<file path="src/hw/rv_macros.svh">
`ifndef RV_MACROS_SVH
`define RV_MACROS_SVH

// data and address width of the core
`define XLEN 32

// architectural integer registers
`define REG_COUNT 32

// data memory depth in 32-bit words, 256 bytes in total
`define DMEM_WORDS 64

`endif

</file>
<file path="src/hw/rvPkg.sv">
`include "rv_macros.svh"

package rvPkg;

	typedef logic [`XLEN-1:0] wordT;                    // register, ALU and memory value
	typedef logic [$clog2(`REG_COUNT)-1:0] regIdxT;     // register number

	typedef enum logic [3:0] {
		aluAdd,
		aluSub,
		aluSll,
		aluSrl,
		aluSra,
		aluSlt,
		aluSltu,
		aluXor,
		aluOr,
		aluAnd,
		aluEq,
		aluNe,
		aluGeSigned,
		aluGeUnsigned
	} aluOpT;

	typedef enum logic [3:0] {
		classRegAlu,
		classImmAlu,
		classLoad,
		classStore,
		classBranch,
		classJal,
		classJalr,
		classLui,
		classAuipc,
		classIllegal
	} instrClassT;

	typedef enum logic [1:0] {
		stIdle,
		stExecute,
		stMemory,
		stRetire
	} ctrlStateT;

endpackage

</file>
<file path="src/hw/regFile.sv">
`timescale 1ns/1ps
`include "rv_macros.svh"

module regFile (
	input                 clk,
	input                 reset,
	input  rvPkg::regIdxT rs1,
	input  rvPkg::regIdxT rs2,
	output rvPkg::wordT   rs1Data,
	output rvPkg::wordT   rs2Data,
	input  logic          writeEn,
	input  rvPkg::regIdxT rd,
	input  rvPkg::wordT   writeData
);

	rvPkg::wordT regs [0:`REG_COUNT-1];

	always_ff @(posedge clk)
	begin
		if (reset)
		begin
			for (int i = 0; i < `REG_COUNT; i++)
				regs[i] <= '0;
		end
		else if (writeEn && rd != '0)  // x0 stays zero
			regs[rd] <= writeData;
	end

	assign rs1Data = regs[rs1];
	assign rs2Data = regs[rs2];

endmodule

</file>
<file path="config.mk">
export PLATFORM = sky130hd
export DESIGN_NAME = regFile
export DESIGN_NICKNAME = d
export VERILOG_FILES = /design/src/hw/rvPkg.sv /design/src/hw/regFile.sv
export VERILOG_INCLUDE_DIRS = /design/src /design/src/hw
export SDC_FILE = /design/constraint.sdc
export NUM_CORES = 2
export LEC_CHECK = 0
export BUFFER_PORTS_ARGS = -buffer_cell sky130_fd_sc_hd__buf_2
export CORE_MARGIN = 5
export CORE_UTILIZATION = 60
export CTS_BUF_LIST = sky130_fd_sc_hd__clkbuf_4
export CTS_CLUSTER_DIAMETER = 120
export DETAILED_ROUTE_END_ITERATION = 6
export PLACE_DENSITY = 0.77
export SETUP_SLACK_MARGIN = 0.1
export SKIP_CTS_REPAIR_TIMING = 1
export SYNTH_ARGS = -nofsm -noshare
export SYNTH_HDL_FRONTEND = slang
export SYNTH_SLANG_ARGS = --single-unit
</file>
<file path="constraint.sdc">
create_clock -name clk -period 3.8 [get_ports clk]
set_input_delay 0.57 -clock clk [delete_from_list [all_inputs] [get_ports clk]]
set_output_delay 0.57 -clock clk [all_outputs]
set_load 0.005 [all_outputs]
</file>
==> results.cfg <==
[floorplanning]
core-area_mm2 = 0.0929
dieArea_mm2 = 0.0994
io_pins = 114
die_h_um = 315
fp-row-count = 112
start_util = 0.602
die_w_um = 315

[setup_path]
startpoint_type = register
critPathRequiredTime_ps = 3230
cp_max_fo = 2
cp_data_arrival_time_ps = 2820
end_kind = primary output
critPathKind = register to primary output

[sta]
fin_crit_sh = 0.891
setup_tns_ps = 0
min_period_ps = 3390
fmax_mhz = 295
whs_ps = 5.71
maxSlewViolCount = 0
setup_viol = 0
relSlewSlack = 0.355
final_hold_viol_count = 0
grt_setup_unrepaired = no
worst_pin_slew_ps = 968

[power]
seq_power_share = 0.513
leakage_nw = 24.8
switchingPower_w = 0.00695
p_total_w = 0.0261
power_frac_clock = 0.363
powerDensity_mw_per_mm2 = 422
switching_share = 0.266
p_int_w = 0.0191
peakVddDrop_mv = 0.296
comb_power_share = 0.124

[yosys]
ys.flop_type = edfxtp_1
synth_area_leader_cell = edfxtp_1
synth_top_area_share = 0.550
ys_types = 29
syn_avg_cell_area_um2 = 12.1
synthesis.area_mm2 = 0.0559
synthArstFlopShare = 0
yosys_warnings = 0
syn-instance-count = 4605
synth_common_cells = edfxtp_1, mux2i_1, and2_1, clkbuf_1, nand2_1
synth_seq_cells = 1024
yosys-top-cells-area = edfxtp_1, mux2i_1, and2_1
yosysSeqAreaShare = 0.550
synth_edf_count = 1024

[finish]
largest_reg_flops = 1024
final_util = 0.666
largest-register = regs
nets = 4847
final_cells = 6229
synthToLayoutAreaGrowth_pct = 10.7
top_regs = regs (1024)
drive_gt1_frac = 0.160

[worst_hold_path]
min_to = regs[31][25]
min_path_type = primary input to register
min_from = writeData[25]
hold-path-cell-count = 2

[detailed_routing]
drt-total-wl_mm = 183
final_antenna_net_count = 0
drc = 0
drtIter0Drc = 5910
post_drt_wl_per_cell_um = 29.4
via_per_inst = 6.62
vias = 41228
first_pass_iters = 6

[global_route]
grt_util_met3 = 0.102
grtUsageMet1 = 0.451
grt_first_pass_wirelength_mm = 263
grt_usage = 0.361
grt_max_degree = 65
antenna_found_initial = 16
grt_util_met2 = 0.566
grt.busiest_layer = met2
grt_overflow_total = 0
grt_pass1_vias = 41161

[status]
status = finished, final reports clean

[cts]
path_clk_slew_ps = 70
cts.sinks = 1024
clk_path_buf_depth = 4
root_buffer = clkbuf_4
cts_tree = done
cts_buffers = 285
htreeDepth = 5

[placed_design]
dpl.hpwl_mm = 106
place.gp.congestion = 0.891
dp.cells = 5753
place.port_buffers = 113

[run]
max-cap-violations = 0
-- critical path, cell delays in order (launching register included) --
cell	delay (ps)
edfxtp_1	410
mux2i_1	160
a22o_1	170
nor3_1	80
a31oi_1	320
nand3_1	260
buf_2	200
-- power by group through the flow --
stage          Clock (W)  Combinational [W]  Sequential, W
2_1_floorplan          0            0.00194         0.0135
3_3_place_gp           0            0.00311         0.0136
3_5_place_dp           0            0.00315         0.0136
4_1_cts          0.00956            0.00316         0.0134
5_1_grt           0.0102            0.00337         0.0134
6_report         0.00947            0.00325         0.0134
-- how the worst max path moves through the flow --
stage / start / endpoint / depth (start not counted)
finish: regs[5][15] / rs1Data[15] / 6
global route: regs[5][15] / rs1Data[15] / 6
CTS: regs[5][15] / rs1Data[15] / 6
detailed placement: rs2[2] / rs2Data[19] / 9
global placement: rs2[2] / rs2Data[20] / 9
floorplan: rs2[1] / rs2Data[25] / 8
-- cell type report --
class / instances / area (um2)
antenna: 9 / 22.5
clock buffer: 392 / 2940
clock inverter: 64 / 328
fill: 6806 / 31000
multi-input combinational: 3166 / 23300
sequential: 1024 / 30700
tap: 1254 / 1570
timing repair buffer: 320 / 2990
-- cells in the final DEF (no fill, tap or decap), types with 50 or more instances in the layout --
cell type,n
a21oi_1,192
a22o_1,128
a22oi_1,192
a31oi_1,64
and2_1,992
buf_12,66
buf_2,111
buf_4,130
clkbuf_4,392
clkinv_1,50
edfxtp_1,1024
mux2i_1,1024
nand2_1,194
nand3_1,193
nor3_1,64
-- logic make-up (layout without fill, tap and decap cells) --
kind of cell           count (synthesis)  count (layout)  synth area share
flip-flops                          1024            1024             0.550
AND/OR/NAND/NOR                     1534            1534             0.157
buffers and inverters                446             776            0.0390
AO/OA/AOI/OAI                        576             576            0.0702
multiplexers                        1024            1024             0.183
other                                  1              41         0.0000671
-- per-stage QoR --
stage	cell area, um2	setup slack [ps]
2_1_floorplan	56000	1500
4_1_cts	61800	359
3_3_place_gp	58500	680
6_report	61900	412
5_1_grt	61900	346
3_5_place_dp	58500	650
-- metal layers --
metal  wire [um]  share of wire
met1       65000           0.35
met3       23200           0.13
met4       11400          0.062
met2       83600           0.46
met5          11       0.000060
Note: power is estimated with default switching activity, not from simulation.
