===== src/hw/rv_macros.svh =====
`ifndef RV_MACROS_SVH
`define RV_MACROS_SVH

// data and address width of the core
`define XLEN 32

// architectural integer registers
`define REG_COUNT 32

// data memory depth in 32-bit words, 256 bytes in total
`define DMEM_WORDS 64

`endif


===== src/hw/rvPkg.sv =====
`include "rv_macros.svh"

package rvPkg;

	typedef logic [`XLEN-1:0] wordT;                    // register, ALU and memory value
	typedef logic [$clog2(`REG_COUNT)-1:0] regIdxT;     // register number

	typedef enum logic [3:0] {
		aluAdd,
		aluSub,
		aluSll,
		aluSrl,
		aluSra,
		aluSlt,
		aluSltu,
		aluXor,
		aluOr,
		aluAnd,
		aluEq,
		aluNe,
		aluGeSigned,
		aluGeUnsigned
	} aluOpT;

	typedef enum logic [3:0] {
		classRegAlu,
		classImmAlu,
		classLoad,
		classStore,
		classBranch,
		classJal,
		classJalr,
		classLui,
		classAuipc,
		classIllegal
	} instrClassT;

	typedef enum logic [1:0] {
		stIdle,
		stExecute,
		stMemory,
		stRetire
	} ctrlStateT;

endpackage


===== src/hw/aluUnit.sv =====
`timescale 1ns/1ps

module aluUnit (
	input  rvPkg::aluOpT aluOp,
	input  rvPkg::wordT  x,
	input  rvPkg::wordT  y,
	output rvPkg::wordT  result
);

	logic [4:0] shamt;
	logic lessSigned;
	logic lessUnsigned;

	assign shamt = y[4:0];
	assign lessSigned = $signed(x) < $signed(y);
	assign lessUnsigned = x < y;

	always_comb
	begin
		case (aluOp)
			rvPkg::aluAdd: result = x + y;
			rvPkg::aluSub: result = x - y;
			rvPkg::aluSll: result = x << shamt;
			rvPkg::aluSrl: result = x >> shamt;
			rvPkg::aluSra: result = $signed(x) >>> shamt;  // keeps sign bit
			rvPkg::aluSlt: result = {31'b0, lessSigned};
			rvPkg::aluSltu: result = {31'b0, lessUnsigned};
			rvPkg::aluXor: result = x ^ y;
			rvPkg::aluOr: result = x | y;
			rvPkg::aluAnd: result = x & y;
			rvPkg::aluEq: result = {31'b0, x == y};
			rvPkg::aluNe: result = {31'b0, x != y};
			rvPkg::aluGeSigned: result = {31'b0, !lessSigned};
			rvPkg::aluGeUnsigned: result = {31'b0, !lessUnsigned};
			default: result = '0;
		endcase
	end

endmodule


===== config.mk =====
export PLATFORM = sky130hd
export DESIGN_NAME = aluUnit
export DESIGN_NICKNAME = d
export VERILOG_FILES = /design/src/hw/rvPkg.sv /design/src/hw/aluUnit.sv
export VERILOG_INCLUDE_DIRS = /design/src /design/src/hw
export SDC_FILE = /design/constraint.sdc
export NUM_CORES = 1
export LEC_CHECK = 0
export ABC_AREA = 0
export BUFFER_PORTS_ARGS = -buffer_cell sky130_fd_sc_hd__buf_4
export CAP_MARGIN = 20
export CORE_AREA = 4 4 145 147
export DETAILED_ROUTE_END_ITERATION = 7
export DIE_AREA = 0 0 149 151
export GPL_TIMING_DRIVEN = 0
export SYNTH_ARGS = -nofsm -noshare
export SYNTH_HDL_FRONTEND = slang
export SYNTH_SLANG_ARGS = --single-unit

===== constraint.sdc =====
create_clock -name vclk -period 12.6
set_clock_uncertainty 0.15 [all_clocks]
set_input_delay 1.89 -clock vclk [all_inputs]
set_output_delay 1.89 -clock vclk [all_outputs]
set_load 0.02 [all_outputs]

==> flow_metrics.tcl <==
set metrics [dict create \
    gr-total-overflow 0 \
    synth_common_cells "167 x nor2_1, 107 x o21ai_0, 105 x a21oi_1, 104 x ha_1, 97 x nand2_1" \
    arrival_ps 7110 \
    cp_max_fo 11 \
    synthesis.nets 1479 \
    place_ws_ps 3720 \
    drc_errors 0 \
    via_per_inst 6.86 \
    yosysUniqueCellTypes 80 \
    post-cts-setup-buffers 0 \
    wl_met2_um 20100 \
    netlist_instances 1305 \
    antenna_found_initial 0 \
    coreArea_mm2 0.0199 \
    die_w_um 149 \
    grt_pass1_wl_um 68600 \
    place_congestion 1.06 \
    synth_area_mm2 0.00872 \
    max-vdd-ir-drop_v 0.0000274 \
    yosys.area.top_type_share_pct 14.9 \
    p_int_w 0.000169 \
    synth_adder_area_share_pct 15.4 \
    synthSimpleGateAreaFrac_pct 21.8 \
    fin_hold_ws_ps 4180 \
    met3_wirelength_um 5300 \
    power_frac_comb_pct 100.0 \
    p_leak_nw 4.32 \
    drv_slew 0 \
    fin_crit_sh_pct 72.6 \
    vias 11512 \
    grt_start_max_net_pins 13 \
    fin_crit_ps 9150 \
    first_iter_violations 1429 \
    clockBufferCount 0 \
    m1WireLength_um 19100 \
    cap_violations 0 \
    die_h_um 151 \
    ctsHoldBuffers 0 \
    yosysWarnings 0 \
    cts_resized 0 \
    fmax_mhz 109 \
    synth_top_cell_by_area "ha_1" \
    fin_tns_setup_ps 0 \
    port_buffers 100 \
    p_per_area_mw_per_mm2 48.7 \
    grt_pass1_vias 10626 \
    avgRoutedWirePerCell_um 28.0 \
    maxUsedRoutingLayer "met4" \
    switchingPower_w 0.000309 \
    dp_cells 1677 \
    num_antenna_cells 0 \
    dp_hpwl_um 38300 \
    ant_nets 0 \
    start_util_pct 43.8 \
    cp.required_ps 10560 \
    worst_hold_path_type "input pin to primary output" \
    tightestPinTransition_ps 953 \
    p_clk_share_pct 0 \
    hold_viol 0 \
    max-slew-margin-rel_pct 36.5 \
    start_kind "input pin" \
    synth_most_common_cell "nor2_1" \
    status "completed" \
    synth_top_family_by_area "compound AO/OA/AOI/OAI gates" \
    rsz0062_at_grt "no" \
    muxShareOfSynthArea_pct 15.0 \
    fp-row-count 52 \
    final_nets 1583 \
    layout.area.seq_um2 0 \
    pin_count 100 \
    track_usage_pct 40.1 \
    synth.avg_cell_area_um2 6.68 \
    synthTopCellsByArea "ha_1 15%, nor2_1 7.2%, mux2i_1 6.9%" \
    synth_compound_area_share_pct 37.1 \
    setup_slack_ps 3450 \
    first_pass_iters 5 \
    swShare_pct 64.6 \
    seq_cells 0 \
    endpoint_kind "primary output" \
    drive_above_1_share_pct 13.9 \
    crit_type "input pin to primary output" \
    yosysSeqAreaShare_pct 0 \
    stdcell_count 1677 \
    seq_power_share_pct 0 \
    synth-xor-area-share_pct 1.21 \
    setup_viol 0 \
    die_area_mm2 0.0225 \
    area_growth_pct 12.6 \
    routed_wl_um 47000 \
]
logic make-up (layout without fill, tap and decap cells):
| kind of cell | count (synthesis) | after routing |
|---|---|---|
| buffers and inverters | 199 | 301 |
| AO/OA/AOI/OAI | 477 | 477 |
| multiplexers | 99 | 99 |
| AND/OR/NAND/NOR | 412 | 412 |
| adder cells (fa/ha/maj) | 106 | 106 |
| XOR/XNOR | 12 | 12 |
critical path: stages:
cell and delay [ps]:
buf_4 120, clkbuf_1 260, inv_2 330, buf_1 670, buf_1 710, ha_1 270, buf_2 230, nor2b_1 90
o21ai_0 220, a21boi_1 190, a211oi_2 630, a211oi_2 230, nor2_1 280, xnor2_1 160, nor2_1 50, or4_1 560
buf_4 190
power by group through the flow:
stage	logic, W	registers [W]	clock network [W]
6_report	0.000478	0	0
5_1_grt	0.000506	0	0
3_3_place_gp	0.000460	0	0
2_1_floorplan	0.000292	0	0
3_5_place_dp	0.000460	0	0
4_1_cts	0.000462	0	0
metal layers:
layer	global-route usage (%)	up-vias
met5	0	-
met4	15.8	0
met3	7.15	125
met2	62.4	806
met1	55.0	5501
li1	-	5080
through the flow:
stage | cell area [um^2] | total power [W] | utilization (%)
after CTS | 9810 | 0.000462 | 49.3
after global routing | 9810 | 0.000506 | 49.3
after detailed placement | 9810 | 0.000460 | 49.3
final | 9810 | 0.000478 | 49.3
after floorplan | 8720 | 0.000292 | -
after global placement | 9800 | 0.000460 | 49.2
cell type report:
cell class | count | area (um^2)
fillers | 2229 | 10100
multi-input cells | 1106 | 7890
repair buffers | 102 | 759
plain buffers | 104 | 468
inverters | 95 | 357
well taps | 270 | 338
worst paths after layout:
path              from         end  slack, ps  depth (start not counted)
hold / removal    y[7]   result[7]       4180                          5
setup / recovery  y[2]  result[24]       3450                         17
cell usage in the layout (no fill, tap or decap), types with 15 or more instances in the layout:
cell / instances
nor2_1: 167
buf_4: 107
o21ai_0: 107
a21oi_1: 105
ha_1: 104
nand2_1: 97
inv_1: 92
clkbuf_1: 61
mux2i_1: 60
nor3_1: 37
a211oi_1: 33
o211ai_1: 29
mux4_2: 24
a221oi_1: 24
buf_2: 23
a21o_1: 21
a22oi_1: 20
a31oi_1: 20
o22ai_1: 18
nor2b_1: 16
nand3_1: 16
mux2_2: 15
Note: power is estimated with default switching activity, not from simulation.
