## src/hw/rv_macros.svh

```systemverilog
`ifndef RV_MACROS_SVH
`define RV_MACROS_SVH

// data and address width of the core
`define XLEN 32

// architectural integer registers
`define REG_COUNT 32

// data memory depth in 32-bit words, 256 bytes in total
`define DMEM_WORDS 64

`endif

```

## src/hw/rvPkg.sv

```systemverilog
`include "rv_macros.svh"

package rvPkg;

	typedef logic [`XLEN-1:0] wordT;                    // register, ALU and memory value
	typedef logic [$clog2(`REG_COUNT)-1:0] regIdxT;     // register number

	typedef enum logic [3:0] {
		aluAdd,
		aluSub,
		aluSll,
		aluSrl,
		aluSra,
		aluSlt,
		aluSltu,
		aluXor,
		aluOr,
		aluAnd,
		aluEq,
		aluNe,
		aluGeSigned,
		aluGeUnsigned
	} aluOpT;

	typedef enum logic [3:0] {
		classRegAlu,
		classImmAlu,
		classLoad,
		classStore,
		classBranch,
		classJal,
		classJalr,
		classLui,
		classAuipc,
		classIllegal
	} instrClassT;

	typedef enum logic [1:0] {
		stIdle,
		stExecute,
		stMemory,
		stRetire
	} ctrlStateT;

endpackage

```

## src/hw/coreControl.sv

```systemverilog
`timescale 1ns/1ps

module coreControl (
	input                     clk,
	input                     reset,
	input  logic              instrValid,
	input  rvPkg::instrClassT instrClass,
	output logic              instrLatch,
	output logic              memRead,
	output logic              memWrite,
	output logic              regWrite,
	output logic              pcUpdate,
	output logic              retire,
	output logic              busy
);

	rvPkg::ctrlStateT state;
	rvPkg::ctrlStateT nextState;
	logic writesReg;

	always_comb
	begin
		nextState = state;
		case (state)
			rvPkg::stIdle:
				if (instrValid)
					nextState = rvPkg::stExecute;
			rvPkg::stExecute:
				nextState = (instrClass == rvPkg::classLoad) ? rvPkg::stMemory : rvPkg::stRetire;
			rvPkg::stMemory:
				nextState = rvPkg::stRetire;  // read data lands during this cycle
			default:
				nextState = rvPkg::stIdle;
		endcase
	end

	always_ff @(posedge clk)
	begin
		if (reset)
			state <= rvPkg::stIdle;
		else
			state <= nextState;
	end

	// stores, branches and illegal opcodes leave the register file alone
	assign writesReg = (instrClass != rvPkg::classStore) && (instrClass != rvPkg::classBranch) &&
		(instrClass != rvPkg::classIllegal);

	assign instrLatch = (state == rvPkg::stIdle) && instrValid;
	assign memRead = (state == rvPkg::stExecute) && (instrClass == rvPkg::classLoad);
	assign memWrite = (state == rvPkg::stExecute) && (instrClass == rvPkg::classStore);
	assign retire = (state == rvPkg::stRetire);
	assign regWrite = retire && writesReg;
	assign pcUpdate = retire;  // pc moves on the edge that ends retire
	assign busy = (state != rvPkg::stIdle);

endmodule

```

## config.mk

```make
export PLATFORM = sky130hd
export DESIGN_NAME = coreControl
export DESIGN_NICKNAME = d
export VERILOG_FILES = /design/src/hw/rvPkg.sv /design/src/hw/coreControl.sv
export VERILOG_INCLUDE_DIRS = /design/src /design/src/hw
export SDC_FILE = /design/constraint.sdc
export NUM_CORES = 1
export LEC_CHECK = 0
export BUFFER_PORTS_ARGS = -buffer_cell sky130_fd_sc_hd__buf_2
export CAP_MARGIN = 25
export CORE_AREA = 2 2 39 41
export DETAILED_ROUTE_END_ITERATION = 12
export DIE_AREA = 0 0 41 43
export PLACE_DENSITY = 0.36
export SLEW_MARGIN = 10
export SYNTH_ARGS = -nofsm -noshare
export SYNTH_HDL_FRONTEND = slang
export SYNTH_SLANG_ARGS = --single-unit
```

## constraint.sdc

```tcl
create_clock -name clk -period 1.5 [get_ports clk]
set_input_delay 0.225 -clock clk [delete_from_list [all_inputs] [get_ports clk]]
set_output_delay 0.225 -clock clk [all_outputs]
set_load 0.01 [all_outputs]
```

==> flow_summary_export.csv <==
group,metric,value,unit
synthesis,syn_nets,37,
synthesis,postSynthCellCount,26,
timing,fin_crit_sh,97.7,%
setup_path,slowest_stage,"dfxtp_2",
final_layout,fill_cells,162,
timing,worst_slew_pin_slew,0.268,ns
placed_design,dp_slack,0.158,ns
setup_path,worstSetupEndpointType,"output port",
clocking,htree_num_levels,1,
setup_path,critPathKind,"flop to output port",
floorplan,die_w,41,microns
routing,route.vias.total,241,
global_routing,grt_pass1_wl,800,microns
job,cap_violations,0,
clocking,clkTransAtPathRegs,0.03,ns
global_routing,antenna_found_initial,0,
synthesis,avgSynthCellArea,8.61,sq um
routing,viasPerCell,4.23,
global_routing,overflow,0,
clocking,cts.sinks,2,
clocking,cts_tree,"built",
floorplan,rows,14,
timing,setup_viol,0,
setup_path,path_delay_family,"flip-flops",
final_layout,largest_reg_flops,2,
setup_path,crit_arrival,1.24,ns
synthesis,ys_seq_elements,2,
final_layout,largest-register,"state",
clocking,clk_latency,0.22,ns
routing,first_pass_iters,4,
placed_design,port_buffers,13,
floorplan,initial_core_util,16.2,%
final_layout,fin_cells,57,
placed_design,placed_cell_area,302,sq um
synthesis,synth_area_leaders,"ha_1 (22%), dfxtp_1 (18%), mux2i_1 (8.9%), inv_1 (6.7%), or4b_1 (4.5%)",
routing,drt-initial-drc-count,1,
placed_design,dp.cells,54,
synthesis,synth_commonest_cells,"ha_1 (4), inv_1 (4), dfxtp_1 (2), mux2i_1 (2)",
final_layout,stdcell_area,348,sq um
synthesis,yosysSeqAreaShare,17.9,%
global_routing,grt_pass1_vias,196,
routing,wire_per_inst,9.68,microns
final_layout,drive_gt1_share,53.7,%
synthesis,synth_edf_count,0,
timing,setup_slack,0.0345,ns
setup_path,critical_path_required,1.27,ns
clocking,cts_made_buffers,3,
power_and_ir_drop,ir_drop,0.531,mV
placed_design,gp_congestion,0.642,
routing,ant_nets,0,
clocking,cts_buffer_depth,2,
routing,totalWireLength,552,microns
final_layout,final_nets,54,
timing,maxSlewHeadroom,82.0,%
power_and_ir_drop,leakage,0.000179,uW
synthesis,ys.warnings.count,0,
timing,slew_violations,0,
floorplan,die_area,1760,sq um
power_and_ir_drop,totalPowerFinal,526,uW
synthesis,synth_top_area_share,22.3,%
floorplan,coreArea,1380,sq um
floorplan,ios,14,
synthesis,synthArstFlopShare,0,%
clocking,root_buffer,"clkbuf_4",
synthesis,syn_area,224,sq um
timing,fmax,682,MHz
setup_path,startpoint_type,"flop",
synthesis,synth_top_cell_by_area,"ha_1",
setup_path,path_max_fanout,5,
setup_path,worstPathCellList,"ha_1 -> o41ai_1 -> a31oi_1 -> buf_2",
floorplan,die_h,43,microns
timing,grt_setup_unrepaired,"yes",
timing,period_minus_slack,1.47,ns
worst_hold_path,hp-class,"input port to flop",
final_layout,reg_top3,"state x2",
setup_path,critPathBufInv,1,
run_status,outcome,"finished clean",
timing,clock_skew,0.00468,ns
timing,hold_viol_final,0,
setup_path,slowest_delay,0.36,ns
global_routing,grt_usage,7.20,%
global_routing,grt_max_degree,6,
synthesis,ys.flop_type,"dfxtp_1",
final_layout,area_growth,55.3,%
placed_design,dp.final_hpwl,427,microns
routing,drc_errors,0,
power_and_ir_drop,power.density,1510,nW/um^2
synthesis,synthDistinctLibCells,18,
final_layout,n_antenna_cell,0,
[final timing paths]
path | from | end | slack (ns) | depth (start not counted)
max | state[0] | regWrite | 0.03 | 4
min | reset | state[0] | 0.18 | 2
max reg2reg | state[0] | state[1] | 0.31 | 5
min reg2reg | state[1] | state[1] | 0.53 | 2
[cells in the final DEF, fill, tap and decap left out, drive strengths merged]
cell,n
buf,13
inv,4
ha,4
clkbuf,3
mux2i,2
dfxtp,2
and2,1
nand2,1
nor4,1
nor4b,1
xor2,1
o41ai,1
a31oi,1
nand2b,1
o22a,1
or4b,1
nand4b,1
a21oi,1
nor2,1
[where the power goes]
group / leakage, uW / total, uW / switching, uW / internal [uW]
clock: 0.0000138 / 119 / 30.3 / 88.3
sequential: 0.0000172 / 114 / 29.8 / 83.8
combinational: 0.000148 / 293 / 154 / 140
[routing by layer]
layer  GRT usage [%]  wire length [microns]  up-vias
met5               0                      0        -
met4            6.00                      0        0
met3            3.14                     61        0
met2            9.69                    234       13
met1            8.25                    256      102
li1                -                      -      126
[repair_timing]
action / CTS / global route
setup endpoints to repair: 2 / 4
resized for setup: 4 / 3
pin swaps: 0 / 1
buffers inserted: 0 / 0
hold buffers: 0 / 0
[final cells by class]
cell class / count / area, sq um / area share (%)
multi-input cells: 19 / 183 / 52.5
inverters: 4 / 15.0 / 4.32
flip-flops and latches: 2 / 42.5 / 12.2
repair buffers: 13 / 65.1 / 18.7
clock buffers: 3 / 22.5 / 6.47
well taps: 16 / 20.0 / 5.76
[per-stage QoR]
step / util [%] / setup TNS [ns] / hold WS, ns
floorplan: - / 0 / 0.294
global placement: 21.8 / 0 / 0.403
detailed placement: 21.8 / 0 / 0.411
CTS: 24.1 / 0 / 0.169
global route: 25.1 / -0.0615 / 0.169
finish: 25.1 / 0 / 0.177
[kinds of logic after synthesis]
group / synth area share [%]
fa+ha+maj: 22.3
mux: 8.94
xor+xnor: 3.91
buf+inv: 10.1
flops: 17.9
simple gates: 24.0
compound gates: 12.9
Note: power is estimated with default switching activity, not from simulation.
