## config.mk

```make
export PLATFORM = sky130hd
export DESIGN_NAME = dataMem
export DESIGN_NICKNAME = d
export VERILOG_FILES = /design/src/hw/rvPkg.sv /design/src/hw/dataMem.sv
export VERILOG_INCLUDE_DIRS = /design/src /design/src/hw
export SDC_FILE = /design/constraint.sdc
export NUM_CORES = 2
export LEC_CHECK = 0
export BUFFER_PORTS_ARGS = -buffer_cell sky130_fd_sc_hd__buf_2
export CORE_UTILIZATION = 40
export DETAILED_ROUTE_END_ITERATION = 10
export SYNTH_ARGS = -nofsm -noshare
export SYNTH_HDL_FRONTEND = slang
export SYNTH_SLANG_ARGS = --single-unit
```

## constraint.sdc

```tcl
create_clock -name clk -period 3.9 [get_ports clk]
set_input_delay 0.39 -clock clk [delete_from_list [all_inputs] [get_ports clk]]
set_output_delay 0.39 -clock clk [all_outputs]
set_load 0.1 [all_outputs]
```

## src/hw/rv_macros.svh

```systemverilog
`ifndef RV_MACROS_SVH
`define RV_MACROS_SVH

// data and address width of the core
`define XLEN 32

// architectural integer registers
`define REG_COUNT 32

// data memory depth in 32-bit words, 256 bytes in total
`define DMEM_WORDS 64

`endif

```

## src/hw/rvPkg.sv

```systemverilog
`include "rv_macros.svh"

package rvPkg;

	typedef logic [`XLEN-1:0] wordT;                    // register, ALU and memory value
	typedef logic [$clog2(`REG_COUNT)-1:0] regIdxT;     // register number

	typedef enum logic [3:0] {
		aluAdd,
		aluSub,
		aluSll,
		aluSrl,
		aluSra,
		aluSlt,
		aluSltu,
		aluXor,
		aluOr,
		aluAnd,
		aluEq,
		aluNe,
		aluGeSigned,
		aluGeUnsigned
	} aluOpT;

	typedef enum logic [3:0] {
		classRegAlu,
		classImmAlu,
		classLoad,
		classStore,
		classBranch,
		classJal,
		classJalr,
		classLui,
		classAuipc,
		classIllegal
	} instrClassT;

	typedef enum logic [1:0] {
		stIdle,
		stExecute,
		stMemory,
		stRetire
	} ctrlStateT;

endpackage

```

## src/hw/dataMem.sv

```systemverilog
`timescale 1ns/1ps
`include "rv_macros.svh"

module dataMem (
	input               clk,
	input               reset,
	input  rvPkg::wordT addr,
	input  logic        readEn,
	input  logic        writeEn,
	input  logic [1:0]  size,
	input  logic        isUnsigned,
	input  rvPkg::wordT writeData,
	output rvPkg::wordT readData
);

	localparam int IDX_BITS = $clog2(`DMEM_WORDS);

	rvPkg::wordT mem [0:`DMEM_WORDS-1];
	logic [IDX_BITS-1:0] wordIdx;
	logic [4:0] byteShift;
	logic [4:0] halfShift;
	rvPkg::wordT memWord;
	logic [7:0] byteVal;
	logic [15:0] halfVal;

	assign wordIdx = addr[IDX_BITS+1:2];  // byte address wraps at memory size
	assign byteShift = {addr[1:0], 3'b0};
	assign halfShift = {addr[1], 4'b0};  // bit 0 ignored for halfwords
	assign memWord = mem[wordIdx];
	assign byteVal = memWord[byteShift +: 8];
	assign halfVal = memWord[halfShift +: 16];

	always_ff @(posedge clk)
	begin
		if (reset)
		begin
			for (int i = 0; i < `DMEM_WORDS; i++)
				mem[i] <= '0;
			readData <= '0;
		end
		else
		begin
			if (writeEn)
				case (size)
					2'd0: mem[wordIdx][byteShift +: 8] <= writeData[7:0];
					2'd1: mem[wordIdx][halfShift +: 16] <= writeData[15:0];
					default: mem[wordIdx] <= writeData;  // only the addressed lanes change
				endcase
			if (readEn)
				case (size)
					2'd0: readData <= isUnsigned ? {24'b0, byteVal} : {{24{byteVal[7]}}, byteVal};
					2'd1: readData <= isUnsigned ? {16'b0, halfVal} : {{16{halfVal[15]}}, halfVal};
					default: readData <= memWord;
				endcase
		end
	end

endmodule

```

==> flow_summary_export.csv <==
group,metric,value,unit
global_route,first_global_vias,63300,
sta,fmax,0.274,GHz
synthesis,synthXorXnorAreaFrac,0,%
synthesis,synth_edf_count,2048,
detailed_routing,routedWlPerCell,31.8,um
clock_network,insertion_delay,0.88,ns
place,pre_cts_ws,-0.319,ns
sta,tightest_slew,1.53,ns
synthesis,yosysTopAreaCell,"edfxtp_1",
floorplanning,fp-row-count,174,
sta,relSlewSlack,-4.50,%
worst_hold_path,hold_path.class,"in2reg",
power_and_ir_drop,p_switching,12.9,mW
place,port_buffers,78,
floorplanning,die_area,229000,um^2
detailed_routing,vias,66100,
clock_network,cts_buffers,212,
synthesis,yosys.area_share.simple,13.9,%
synthesis,synthMuxAreaShare,6.54,%
sta,slew_viol_final,2,
sta,skew,0.0352,ns
synthesis,synth_top_area_share,67.7,%
detailed_routing,via_per_inst,6.15,
synthesis,synth_cell_types,76,
final_layout,area_growth,16.3,%
global_route,grt_pass1_wl,477,mm
synthesis,netlist_area,90800,um^2
critical_path,crit_top_cell,"buf_4",
synthesis,synth_fp_nets,7251,
power_and_ir_drop,ir_worst_vdd,0.000485,V
synthesis,syn_inst,7176,
power_and_ir_drop,power.share.clock,39.7,%
power_and_ir_drop,p_int,38.6,mW
outcome,status,"complete, but fails checks",
critical_path,endpoint_kind,"register",
final_layout,nets,7632,
synthesis,synth_compound_area_share,8.29,%
synthesis,ys_ff_latch,2080,
detailed_routing,drc,0,
critical_path,crit_fanout,25,
critical_path,critical-path-max-stage-delay,1.31,ns
power_and_ir_drop,comb_power_share,9.7,%
critical_path,arrival,4.39,ns
final_layout,layout-drive-gt1-share,16.7,%
power_and_ir_drop,seqPwrFrac,50.6,%
sta,rsz0062_at_grt,"no",
clock_network,path_clk_slew,0.06,ns
critical_path,cp_data_required_time,4.65,ns
global_route,grt_overflow,0,
synthesis,synthTopCellsByArea,"edfxtp_1, nor2_1, mux4_2",
flow_run,cap_violations,1,
clock_network,postCtsResizedCells,0,
sta,hold_viol,0,
synthesis,yosysWarnings,0,
critical_path,cp-start-kind,"primary input",
floorplanning,start_util,40.3,%
detailed_routing,ant_nets,0,
outcome,violations,"max-capacitance violations, max-slew violations",
synthesis,async_reset_ff_share,0,%
sta,hold_ws,0.0449,ns
synthesis,ys.flop_type,"edfxtp_1",
global_route,antenna_found_initial,22,
place,dp_hpwl,229,mm
global_route,grt_usage,29.3,%
detailed_routing,drt_pass1_iterations,9,
clock_network,cts_buffer_depth,3,
sta,finalSetupViolCount,0,
floorplanning,die_w,479,um
clock_network,cts-root-buf,"clkbuf_16",
synthesis,synthAdderAreaFrac,0.0551,%
clock_network,cts.sinks,2080,
floorplanning,ios,103,
place,gp_routability_congestion,0.995,
sta,fin_crit,3.64,ns
global_route,grt_max_degree,150,
synthesis,synth_top_family_by_area,"simple AND/OR/NAND/NOR gates",
critical_path,critPathSlowestCell,"a2111oi_0",
detailed_routing,drt_iter0_drc,10400,
synthesis,synth.yosys.seq_area_share,68.4,%
critical_path,criticalPathCategory,"in2reg",
detailed_routing,routed_wl,342,mm
sta,finalCritPeriodShare,93.5,%
sta,worst_slack,0.255,ns
clock_network,cts_tree,"done",
clock_network,htreeDepth,4,
synthesis,synth_area_per_cell,12.7,um^2
critical_path,cp_cell_sequence,"buf_8, buf_12, and3_4, buf_4, buf_4, a22oi_1, a41oi_1, a2111oi_0, buf_4, o211ai_1, or3_1, a32o_1",
clock_network,cts_setup_buffers,0,
power_and_ir_drop,power_density,487,nW/um^2
power_and_ir_drop,swShare,25.1,%
floorplanning,core_area,225000,um^2
power_and_ir_drop,totalPowerFinal,51.5,mW
floorplanning,dieHeight,479,um
power_and_ir_drop,leakagePower,34.5,nW
-- through the flow --
step           util, %  cells  area [um^2]  setup TNS (ns)
3_5_place_dp      43.8  10300        98800           -2.12
4_1_cts           46.9  10700       106000               0
3_3_place_gp      43.8  10300        98800           -2.80
6_report          46.9  10700       106000               0
5_1_grt           46.9  10700       106000               0
2_1_floorplan        -   7176        90800               0
-- power by group through the flow --
stage,clock network (mW),registers (mW),logic (mW)
floorplan,0,26.5,2.39
global placement,0,26.5,4.78
detailed placement,0,26.5,4.80
CTS,20.5,26.1,4.82
global route,21.3,26.1,5.04
finish,20.5,26.1,4.97
-- cells by family (layout without fill, tap and decap cells) --
family,Yosys count,in the layout
other,0,17
DFF,2080,2080
buffers and inverters,541,1104
and+or+nand+nor,3102,3102
adders and majority gates,4,4
AOI/OAI and AO/OA,1012,1012
muxes,437,437
-- worst max-delay path: cells and delay by family --
family                 cells  cell delay, ns
AO/OA/AOI/OAI              5            2.09
buffers and inverters      5            1.08
AND/OR/NAND/NOR            2            0.76
-- placed cells by master (no fill, tap or decap), types with 32 or more instances in the layout --
master,n
o22ai_1,60
o21ai_0,72
clkbuf_1,52
a21oi_1,121
a221o_1,48
a31oi_1,41
dfxtp_1,32
nor2_1,2292
a221oi_1,165
nand2b_1,267
clkinv_1,52
a22oi_1,261
nand2_1,386
buf_2,74
mux2i_1,214
mux2_2,108
edfxtp_1,2048
clkinv_2,39
a22o_1,54
buf_4,518
mux4_2,106
buf_12,98
clkbuf_16,215
-- path summary, 6_finish.rpt --
check                                               start                   endpoint  slack (ns)  cells after the start
worst min-delay path                         writeData[9]   mem[11][9]$_SDFFCE_PN0P_        0.04                      3
worst max-delay path                              addr[4]   readData[0]$_SDFFE_PP0P_        0.26                     12
worst max register to register  mem[25][23]$_SDFFCE_PN0P_  readData[20]$_SDFFE_PP0P_        0.44                     11
worst min register to register  readData[24]$_SDFFE_PP0P_  readData[24]$_SDFFE_PP0P_        0.48                      2
-- sequential cells by signal, summed over array words and instances (netlist names) --
signal and flops:
readData 32, mem 2048
-- routing by layer --
metal  vias to the layer above  part of all wire [%]  GRT usage (%)
met5                         -                 0.025              0
met3                       970                    13           7.98
met2                      4625                    44           43.4
met4                        12                   7.3           18.3
li1                      27100                     -              -
met1                     33400                    36           38.2
-- Yosys cell counts, drive strengths merged (15+ instances only) --
cell / n
nor2: 2297
edfxtp: 2048
nand2: 398
clkbuf: 326
nand2b: 271
a22oi: 269
mux2i: 214
buf: 205
a221oi: 166
a21oi: 133
mux4: 112
mux2: 111
o21ai: 85
o22ai: 60
a22o: 54
a221o: 48
a31oi: 41
dfxtp: 32
nand4: 23
a211oi: 18
nand3: 18
a222oi: 17
o2bb2ai: 17
and3: 16
nor4: 15
-- timing repair --
action	in CTS	in global routing
hold buffers	3	0
setup endpoints to repair	0	0
hold endpoints to repair	12	0
-- cell type report --
cell class	instances	area, um^2
Fill cell	20000	120000
Sequential cell	2080	62100
Multi-Input combinational cell	4555	26600
Timing Repair Buffer	698	6320
Clock buffer	268	5590
Tap cell	2992	3740
Clock inverter	128	1220
Inverter	10	42.5
Antenna cell	17	42.5
No activity file was read; power rests on OpenSTA's default activity.
