`src/hw/rv_macros.svh`:
```
`ifndef RV_MACROS_SVH
`define RV_MACROS_SVH

// data and address width of the core
`define XLEN 32

// architectural integer registers
`define REG_COUNT 32

// data memory depth in 32-bit words, 256 bytes in total
`define DMEM_WORDS 64

`endif

```
`src/hw/rvPkg.sv`:
```
`include "rv_macros.svh"

package rvPkg;

	typedef logic [`XLEN-1:0] wordT;                    // register, ALU and memory value
	typedef logic [$clog2(`REG_COUNT)-1:0] regIdxT;     // register number

	typedef enum logic [3:0] {
		aluAdd,
		aluSub,
		aluSll,
		aluSrl,
		aluSra,
		aluSlt,
		aluSltu,
		aluXor,
		aluOr,
		aluAnd,
		aluEq,
		aluNe,
		aluGeSigned,
		aluGeUnsigned
	} aluOpT;

	typedef enum logic [3:0] {
		classRegAlu,
		classImmAlu,
		classLoad,
		classStore,
		classBranch,
		classJal,
		classJalr,
		classLui,
		classAuipc,
		classIllegal
	} instrClassT;

	typedef enum logic [1:0] {
		stIdle,
		stExecute,
		stMemory,
		stRetire
	} ctrlStateT;

endpackage

```
`src/hw/instrDecode.sv`:
```
`timescale 1ns/1ps

module instrDecode (
	input  rvPkg::wordT       instr,
	output rvPkg::instrClassT instrClass,
	output rvPkg::aluOpT      aluOp,
	output rvPkg::wordT       immediate,
	output logic              useImm,
	output logic              usePcAsX,
	output logic [1:0]        memSize,
	output logic              memUnsigned,
	output rvPkg::regIdxT     rd,
	output rvPkg::regIdxT     rs1,
	output rvPkg::regIdxT     rs2
);

	logic [6:0] opcode;
	logic [2:0] func3;
	rvPkg::aluOpT func3Op;  // arithmetic op picked by func3 alone

	assign opcode = instr[6:0];
	assign func3 = instr[14:12];
	assign rd = instr[11:7];
	assign rs1 = instr[19:15];
	assign rs2 = instr[24:20];
	assign memSize = func3[1:0];
	assign memUnsigned = func3[2];

	always_comb
	begin
		case (func3)
			3'd0: func3Op = rvPkg::aluAdd;
			3'd1: func3Op = rvPkg::aluSll;
			3'd2: func3Op = rvPkg::aluSlt;
			3'd3: func3Op = rvPkg::aluSltu;
			3'd4: func3Op = rvPkg::aluXor;
			3'd5: func3Op = instr[30] ? rvPkg::aluSra : rvPkg::aluSrl;  // bit 30 also for srai
			3'd6: func3Op = rvPkg::aluOr;
			default: func3Op = rvPkg::aluAnd;
		endcase
	end

	always_comb
	begin
		instrClass = rvPkg::classIllegal;
		aluOp = rvPkg::aluAdd;
		immediate = {{20{instr[31]}}, instr[31:20]};  // I form
		case (opcode)
			7'b0110011:
			begin
				instrClass = rvPkg::classRegAlu;
				aluOp = (func3 == 3'd0 && instr[30]) ? rvPkg::aluSub : func3Op;
			end
			7'b0010011:
			begin
				instrClass = rvPkg::classImmAlu;
				aluOp = func3Op;  // no subi, so bit 30 only matters for shifts
			end
			7'b0000011:
				if (func3 != 3'd3 && func3 < 3'd6)
					instrClass = rvPkg::classLoad;
			7'b0100011:
			begin
				immediate = {{20{instr[31]}}, instr[31:25], instr[11:7]};
				if (func3 < 3'd3)
					instrClass = rvPkg::classStore;
			end
			7'b1100011:
			begin
				immediate = {{19{instr[31]}}, instr[31], instr[7], instr[30:25], instr[11:8], 1'b0};
				instrClass = rvPkg::classBranch;
				case (func3)
					3'd0: aluOp = rvPkg::aluEq;
					3'd1: aluOp = rvPkg::aluNe;
					3'd4: aluOp = rvPkg::aluSlt;
					3'd5: aluOp = rvPkg::aluGeSigned;
					3'd6: aluOp = rvPkg::aluSltu;
					3'd7: aluOp = rvPkg::aluGeUnsigned;
					default: instrClass = rvPkg::classIllegal;  // func3 2 and 3 unused
				endcase
			end
			7'b1101111:
			begin
				immediate = {{11{instr[31]}}, instr[31], instr[19:12], instr[20], instr[30:21], 1'b0};
				instrClass = rvPkg::classJal;
			end
			7'b1100111:
				if (func3 == 3'd0)
					instrClass = rvPkg::classJalr;
			7'b0110111:
			begin
				immediate = {instr[31:12], 12'b0};
				instrClass = rvPkg::classLui;
			end
			7'b0010111:
			begin
				immediate = {instr[31:12], 12'b0};
				instrClass = rvPkg::classAuipc;
			end
			default: instrClass = rvPkg::classIllegal;
		endcase
	end

	// Y comes from the immediate for everything except R-type and branches
	assign useImm = (instrClass != rvPkg::classRegAlu) && (instrClass != rvPkg::classBranch);
	assign usePcAsX = (instrClass == rvPkg::classAuipc);

endmodule

```
`config.mk`:
```
export PLATFORM = sky130hd
export DESIGN_NAME = instrDecode
export DESIGN_NICKNAME = d
export VERILOG_FILES = /design/src/hw/rvPkg.sv /design/src/hw/instrDecode.sv
export VERILOG_INCLUDE_DIRS = /design/src /design/src/hw
export SDC_FILE = /design/constraint.sdc
export NUM_CORES = 1
export LEC_CHECK = 0
export ABC_AREA = 1
export BUFFER_PORTS_ARGS = -buffer_cell sky130_fd_sc_hd__buf_2
export CAP_MARGIN = 20
export CELL_PAD_IN_SITES_DETAIL_PLACEMENT = 1
export CELL_PAD_IN_SITES_GLOBAL_PLACEMENT = 1
export CORE_MARGIN = 5
export CORE_UTILIZATION = 23
export DETAILED_ROUTE_END_ITERATION = 8
export GPL_ROUTABILITY_DRIVEN = 0
export PLACE_DENSITY = 0.87
export SETUP_SLACK_MARGIN = 0.5
export SLEW_MARGIN = 5
export SYNTH_ARGS = -nofsm -noshare
export SYNTH_HDL_FRONTEND = slang
export SYNTH_SLANG_ARGS = --single-unit
```
`constraint.sdc`:
```
create_clock -name vclk -period 1.3
set_input_delay 0.26 -clock vclk [all_inputs]
set_output_delay 0.26 -clock vclk [all_outputs]
set_load 0.005 [all_outputs]
```
==> results of run 1 <==
-- cell usage in the layout (no fill, tap or decap), types with 8 or more instances in the layout --
cell,n
buf_2,75
buf_4,23
buf_6,20
inv_1,17
nand2_1,45
nand2_2,10
nand2_4,13
nand3_1,16
nand3_2,10
nor2_1,14
nor2_2,8
-- cell families after synthesis --
kind of cell	after synthesis	share of synthesized area, %
compound gates	21	10.91
buf+inv	51	26.89
simple gates	129	62.21
-- final cells by class --
class                      instances  area (um2)  share of cell area (%)
inverter                          29       138.9                   6.510
multi-input combinational        151       996.0                   46.69
tap                               52       65.06                   3.050
timing repair buffer             127       933.4                   43.75
-- repair_timing --
item | 4_1_cts | 5_1_grt
buffers inserted | 8 | 5
gates resized for setup | 57 | 45
gates cloned | 1 | 0
pin swaps | 15 | 16
setup endpoints to repair | 44 | 43
-- power groups by stage --
stage                     Combinational (mW)  Sequential, mW  Clock, mW
after global placement                 0.389               0          0
after detailed placement               0.400               0          0
after floorplan                        0.208               0          0
after global routing                   0.563               0          0
final                                  0.518               0          0
after CTS                              0.467               0          0
-- worst max-delay path: cells and delay by family --
| kind | cells | cell delay (ns) |
|---|---|---|
| AND/OR/NAND/NOR | 4 | 0.35 |
| buffers and inverters | 5 | 0.55 |
| AO/OA/AOI/OAI | 1 | 0.16 |
-- routing by layer --
metal | vias to the layer above | global-route usage [%] | share of wire, %
li1 | 831 | - | -
met1 | 763 | 18.75 | 39
met2 | 48 | 31.25 | 55
met3 | 2 | 2.719 | 5.9
met4 | 0 | 0.6993 | 0.29
met5 | - | 0 | 0
-- per-stage QoR --
step	total power, mW	setup TNS [ns]	utilization [%]	setup WS (ns)
floorplan	0.2076	0	-	0.03026
global placement	0.3894	-7.965	37.88	-0.2805
detailed placement	0.3999	-9.765	37.88	-0.3086
CTS	0.4668	-8.605	44.87	-0.2875
global route	0.5634	-11.18	49.68	-0.3403
finish	0.5177	-8.352	49.68	-0.2837
-- worst paths after layout --
path                  startpoint       endpoint  slack (ns)  cells past startpoint
worst max-delay path    instr[4]  instrClass[2]       -0.28                     10
worst min-delay path   instr[18]         rs1[3]        0.70                      2
==> impl_metrics.csv, run 1 <==
group,metric,value,unit
status,status,"finished with violations",
status,violations,"negative setup slack",
sta,slew_headroom,83.71,%
sta,period_needed,1.584,ns
logic_synthesis,synth_cells,201,
setup_path,crit_path_frequent_cell,"nand2_4",
route,firstDrtPassIters,4,
power_and_ir_drop,switchingPower,0.2629,mW
finish,fin_area,0.002133,mm2
logic_synthesis,synthDistinctLibCells,19,
sta,slew_viol_final,0,
logic_synthesis,ys_seq_area_share,0,%
floorplanning,die_area,0.005815,mm2
floorplanning,coreArea,0.004294,mm2
setup_path,worstPathArrival,1.32,ns
placed_design,place_area,0.001627,mm2
route,detail_route.wl_per_cell,14.19,um
power_and_ir_drop,p_clk_share,0,%
setup_path,slowest_stage,"nor2_4",
route,totalWireLength,5093,um
sta,max_freq,631.4,MHz
finish,design.seq.count,0,
sta,finalSetupViolations,40,
power_and_ir_drop,power_frac_comb,100.0,%
floorplanning,dieWidth,76.26,um
logic_synthesis,avgSynthCellArea,5.023,um2
logic_synthesis,syn_area,0.001010,mm2
finish,nClkBuffers,0,
setup_path,max_stage_delay,0.16,ns
finish,layout.nets,341,
grt,grt_pass1_wl,8107,um
route,drt_iter0_drc,57,
route,drc,0,
logic_synthesis,yosys_warnings,0,
sta,whs,0.7037,ns
setup_path,cp_data_required_time,1.04,ns
power_and_ir_drop,pwr-share-seq,0,%
sta,min_period_over_period,121.8,%
sta,setup_slack,-0.2837,ns
floorplanning,ioPinCount,92,
finish,area_delta_synth_final,111.3,%
min_path,hp-class,"in -> out",
grt,antenna_found_initial,0,
power_and_ir_drop,intPower,0.2548,mW
route,vias_per_cell,4.579,
route,antenna_left,0,
setup_path,path_cells,"buf_8 > clkinvlp_4 > nand2_4 > nor2_4 > buf_4 > nand2_4 > o21ai_2 > inv_1 > nand3_2 > buf_2",
grt,gr-total-overflow,0,
setup_path,cp-start-kind,"primary input",
power_and_ir_drop,swShare,50.78,%
sta,tightest_slew,0.2435,ns
cts,cts_hold_buf,0,
finish,nFillCells,568,
logic_synthesis,synthTopCellsByArea,"nand2_1 23%, buf_4 16%, nand3_1 13%",
placed_design,dp_cells,345,
logic_synthesis,synth_top_area_cell,"nand2_1",
logic_synthesis,yosys-top-cells-count,"63 x nand2_1, 27 x inv_1, 27 x nand3_1, 24 x nor2_1, 21 x buf_4",
power_and_ir_drop,p_leak,1.239,nW
setup_path,cp_max_fo,4,
sta,hold_violations,0,
logic_synthesis,syn_nets,233,
finish,instances_no_fill,359,
finish,regArea,0,um2
finish,diodes,0,
setup_path,path_class,"in -> out",
grt,grt_pass1_vias,1741,
sta,rsz0062_at_grt,"true",
power_and_ir_drop,power.density,242.7,mW/mm2
placed_design,hpwlAfterDp,3967,um
grt,grt_max_degree,9,
logic_synthesis,yosysMostFrequentCell,"nand2_1",
power_and_ir_drop,peakVddDrop,0.00009743,V
floorplanning,initial_core_util,23.51,%
placed_design,io_buffers,92,
floorplanning,row_count,24,
flow_run,cap_viol_max_count,0,
floorplanning,die_h,76.26,um
setup_path,crit_path_end_kind,"primary output",
finish,drive_gt1_share,65.47,%
route,num_vias,1644,
logic_synthesis,synth_top_area_share,23.42,%
grt,grt_use_total,15.99,%
Note: power is estimated with default switching activity, not from simulation.
==> inputs of run 2 (changes only) <==
--- a/config.mk
+++ b/config.mk
@@ -6,16 +6,14 @@
 export SDC_FILE = /design/constraint.sdc
 export NUM_CORES = 1
 export LEC_CHECK = 0
-export ABC_AREA = 1
 export BUFFER_PORTS_ARGS = -buffer_cell sky130_fd_sc_hd__buf_2
 export CAP_MARGIN = 20
 export CELL_PAD_IN_SITES_DETAIL_PLACEMENT = 1
 export CELL_PAD_IN_SITES_GLOBAL_PLACEMENT = 1
 export CORE_MARGIN = 5
-export CORE_UTILIZATION = 23
+export CORE_UTILIZATION = 25
 export DETAILED_ROUTE_END_ITERATION = 8
-export GPL_ROUTABILITY_DRIVEN = 0
-export PLACE_DENSITY = 0.87
+export PLACE_DENSITY = 0.86
 export SETUP_SLACK_MARGIN = 0.5
 export SLEW_MARGIN = 5
 export SYNTH_ARGS = -nofsm -noshare
==> run 2 against run 1 <==
- area after synthesis increased by 2.9%
- clock-buffer cell count unchanged
- via count increased by 3.4%
- the flow still finishes with violations (negative setup slack)
- non-clock buffer count increased by 18
- utilization increased by 5.7 points
- global-route usage increased by 5.0 points
- combinational power increased by 21%
- worst setup slack got worse by 0.23 ns
- cell area increased by 3.8%
- cell count decreased by 13%
- synthesized cell count decreased by 23%
==> impl_metrics.csv, run 2 <==
group,metric,value,unit
placed_design,place.gp.congestion,0.8491,
finish,nClkBuffers,0,
sta,slew_headroom,75.92,%
finish,diodes,0,
logic_synthesis,synth-compound-area-share,40.24,%
route,antenna_left,0,
setup_path,crit_start,"instr[3]",
logic_synthesis,synth-simple-area-share,33.86,%
floorplanning,ioPinCount,92,
setup_path,cp_data_required_time,1.04,ns
power_and_ir_drop,power.density,284.1,mW/mm2
sta,period_needed,1.817,ns
setup_path,crit_path_frequent_cell,"buf_8",
sta,whs,0.7069,ns
sta,finalSetupViolations,41,
logic_synthesis,synth_mux_area_share,0,%
logic_synthesis,synthTopCellsByArea,"buf_4 14%, a21o_1 11%, a21o_2 5.1%",
power_and_ir_drop,p_leak,1.153,nW
min_path,hp-start,"instr[10]",
finish,drive_gt1_share,70.45,%
sta,slew_viol_final,0,
logic_synthesis,yosysMostFrequentCell,"buf_4",
logic_synthesis,synthDistinctLibCells,44,
floorplanning,initial_core_util,25.96,%
status,status,"finished with violations",
route,totalWireLength,6709,um
setup_path,worstPathArrival,1.56,ns
logic_synthesis,synthAdderAreaFrac,0,%
grt,grt_use_total,21.02,%
logic_synthesis,synth_top_area_share,14.46,%
floorplanning,die_area,0.005543,mm2
logic_synthesis,synth_cells,154,
logic_synthesis,avgSynthCellArea,6.743,um2
grt,grt_max_degree,12,
setup_path,slowest_stage,"or3b_4",
route,drc,0,
finish,layout_commonest_cell,"buf_2",
setup_path,max_stage_delay,0.40,ns
placed_design,io_buffers,92,
floorplanning,die_h,74.45,um
grt,grt_pass1_wl,9204,um
route,drt_iter0_drc,59,
status,violations,"negative setup slack",
grt,gr-total-overflow,0,
setup_path,path_class,"in -> out",
sta,max_freq,550.2,MHz
floorplanning,row_count,23,
setup_path,cp-start-kind,"primary input",
logic_synthesis,syn_area,0.001038,mm2
min_path,hp-class,"in -> out",
setup_path,crit_family,"buffers and inverters",
cts,cts_hold_buf,0,
logic_synthesis,synth-xor-area-share,1.687,%
logic_synthesis,yosys_warnings,0,
setup_path,crit_path_end_kind,"primary output",
grt,antenna_found_initial,0,
route,detail_route.wl_per_cell,21.37,um
route,vias_per_cell,5.414,
setup_path,path_buf_inv,4,
finish,fin_area,0.002213,mm2
finish,multi_input_area,0.001022,mm2
sta,min_period_over_period,139.8,%
finish,area_delta_synth_final,113.1,%
logic_synthesis,ys_seq_area_share,0,%
logic_synthesis,synth_top_family_by_area,"compound AO/OA/AOI/OAI gates",
setup_path,path_cells,"buf_8 > or3b_4 > a21oi_4 > buf_6 > buf_8 > a21o_1 > buf_2",
floorplanning,dieWidth,74.45,um
logic_synthesis,syn_nets,186,
placed_design,hpwlAfterDp,4228,um
sta,hold_violations,0,
sta,setup_slack,-0.5174,ns
finish,design.seq.count,0,
floorplanning,coreArea,0.004000,mm2
logic_synthesis,synth_top_area_cell,"buf_4",
placed_design,place_area,0.001697,mm2
grt,grt_pass1_vias,1814,
route,firstDrtPassIters,4,
route,num_vias,1700,
sta,fin_tns_setup,-16.80,ns
power_and_ir_drop,peakVddDrop,0.0001468,V
flow_run,cap_viol_max_count,0,
finish,layout.nets,298,
finish,regArea,0,um2
finish,nFillCells,498,
sta,rsz0062_at_grt,"true",
sta,tightest_slew,0.3597,ns
placed_design,post-place-ws,-0.5823,ns
finish,mostFrequentLayoutCells,"76 x buf_2, 33 x buf_4, 22 x buf_6",
logic_synthesis,yosys-top-cells-count,"20 x buf_4, 15 x a21o_1, 10 x nand2_1, 9 x clkbuf_1, 8 x nor2b_1",
setup_path,cp_max_fo,8,
[run 2: changes by cell type in the layout (fill, tap and decap cells not counted), sizes merged, moves of 4 or more]
cell / before / now
nand3: 28 / 6
nand2: 70 / 10
a31oi: 0 / 6
a21o: 0 / 21
a211oi: 0 / 4
a22o: 0 / 4
inv: 28 / 4
buf: 127 / 144
nor2: 30 / 6
o21ai: 18 / 5
a21oi: 1 / 8
nor2b: 0 / 10
nand3b: 0 / 4
[run 2: cell type report]
class | instances | area share, %
Inverter | 4 | 0.6784
Multi-Input combinational cell | 115 | 46.18
Tap cell | 50 | 2.826
Timing Repair Buffer | 145 | 50.31
[run 2: power by group]
group / internal (mW) / switching, mW
Sequential: 0 / 0
Combinational: 0.332 / 0.297
Clock: 0 / 0
[run 2: metrics by stage]
step / power [mW] / instances / util, %
after floorplan: 0.2807 / 154 / -
after global placement: 0.4673 / 293 / 42.41
after detailed placement: 0.4841 / 293 / 42.41
after CTS: 0.5600 / 308 / 51.14
after global routing: 0.6662 / 314 / 55.33
final: 0.6288 / 314 / 55.33
[run 2: timing repair]
item / 4_1_cts / 5_1_grt
setup buffers: 12 / 6
pin swaps: 22 / 9
endpoints found under the setup margin: 45 / 45
gates resized for setup: 52 / 24
cloned: 3 / 0
[run 2: worst paths after layout]
kind	endpoint	slack [ns]	cells past startpoint
worst max-delay path	immediate[12]	-0.52	7
worst min-delay path	rd[3]	0.71	2
[run 2: kinds of logic (layout without fill, tap and decap cells)]
kind of cell / count (synthesis) / after routing
AO/OA/AOI/OAI: 56 / 56
XOR/XNOR: 2 / 2
AND/OR/NAND/NOR: 56 / 57
buffers and inverters: 40 / 149
[run 2: routing by layer]
layer	share of wire [%]	vias up	GRT usage [%]	routed length [um]
met1	36	833	23.50	2390
met3	5.2	24	1.486	351
met5	0	-	0	0
li1	-	771	-	-
met4	5.0	0	7.510	338
met2	54	72	40.98	3628
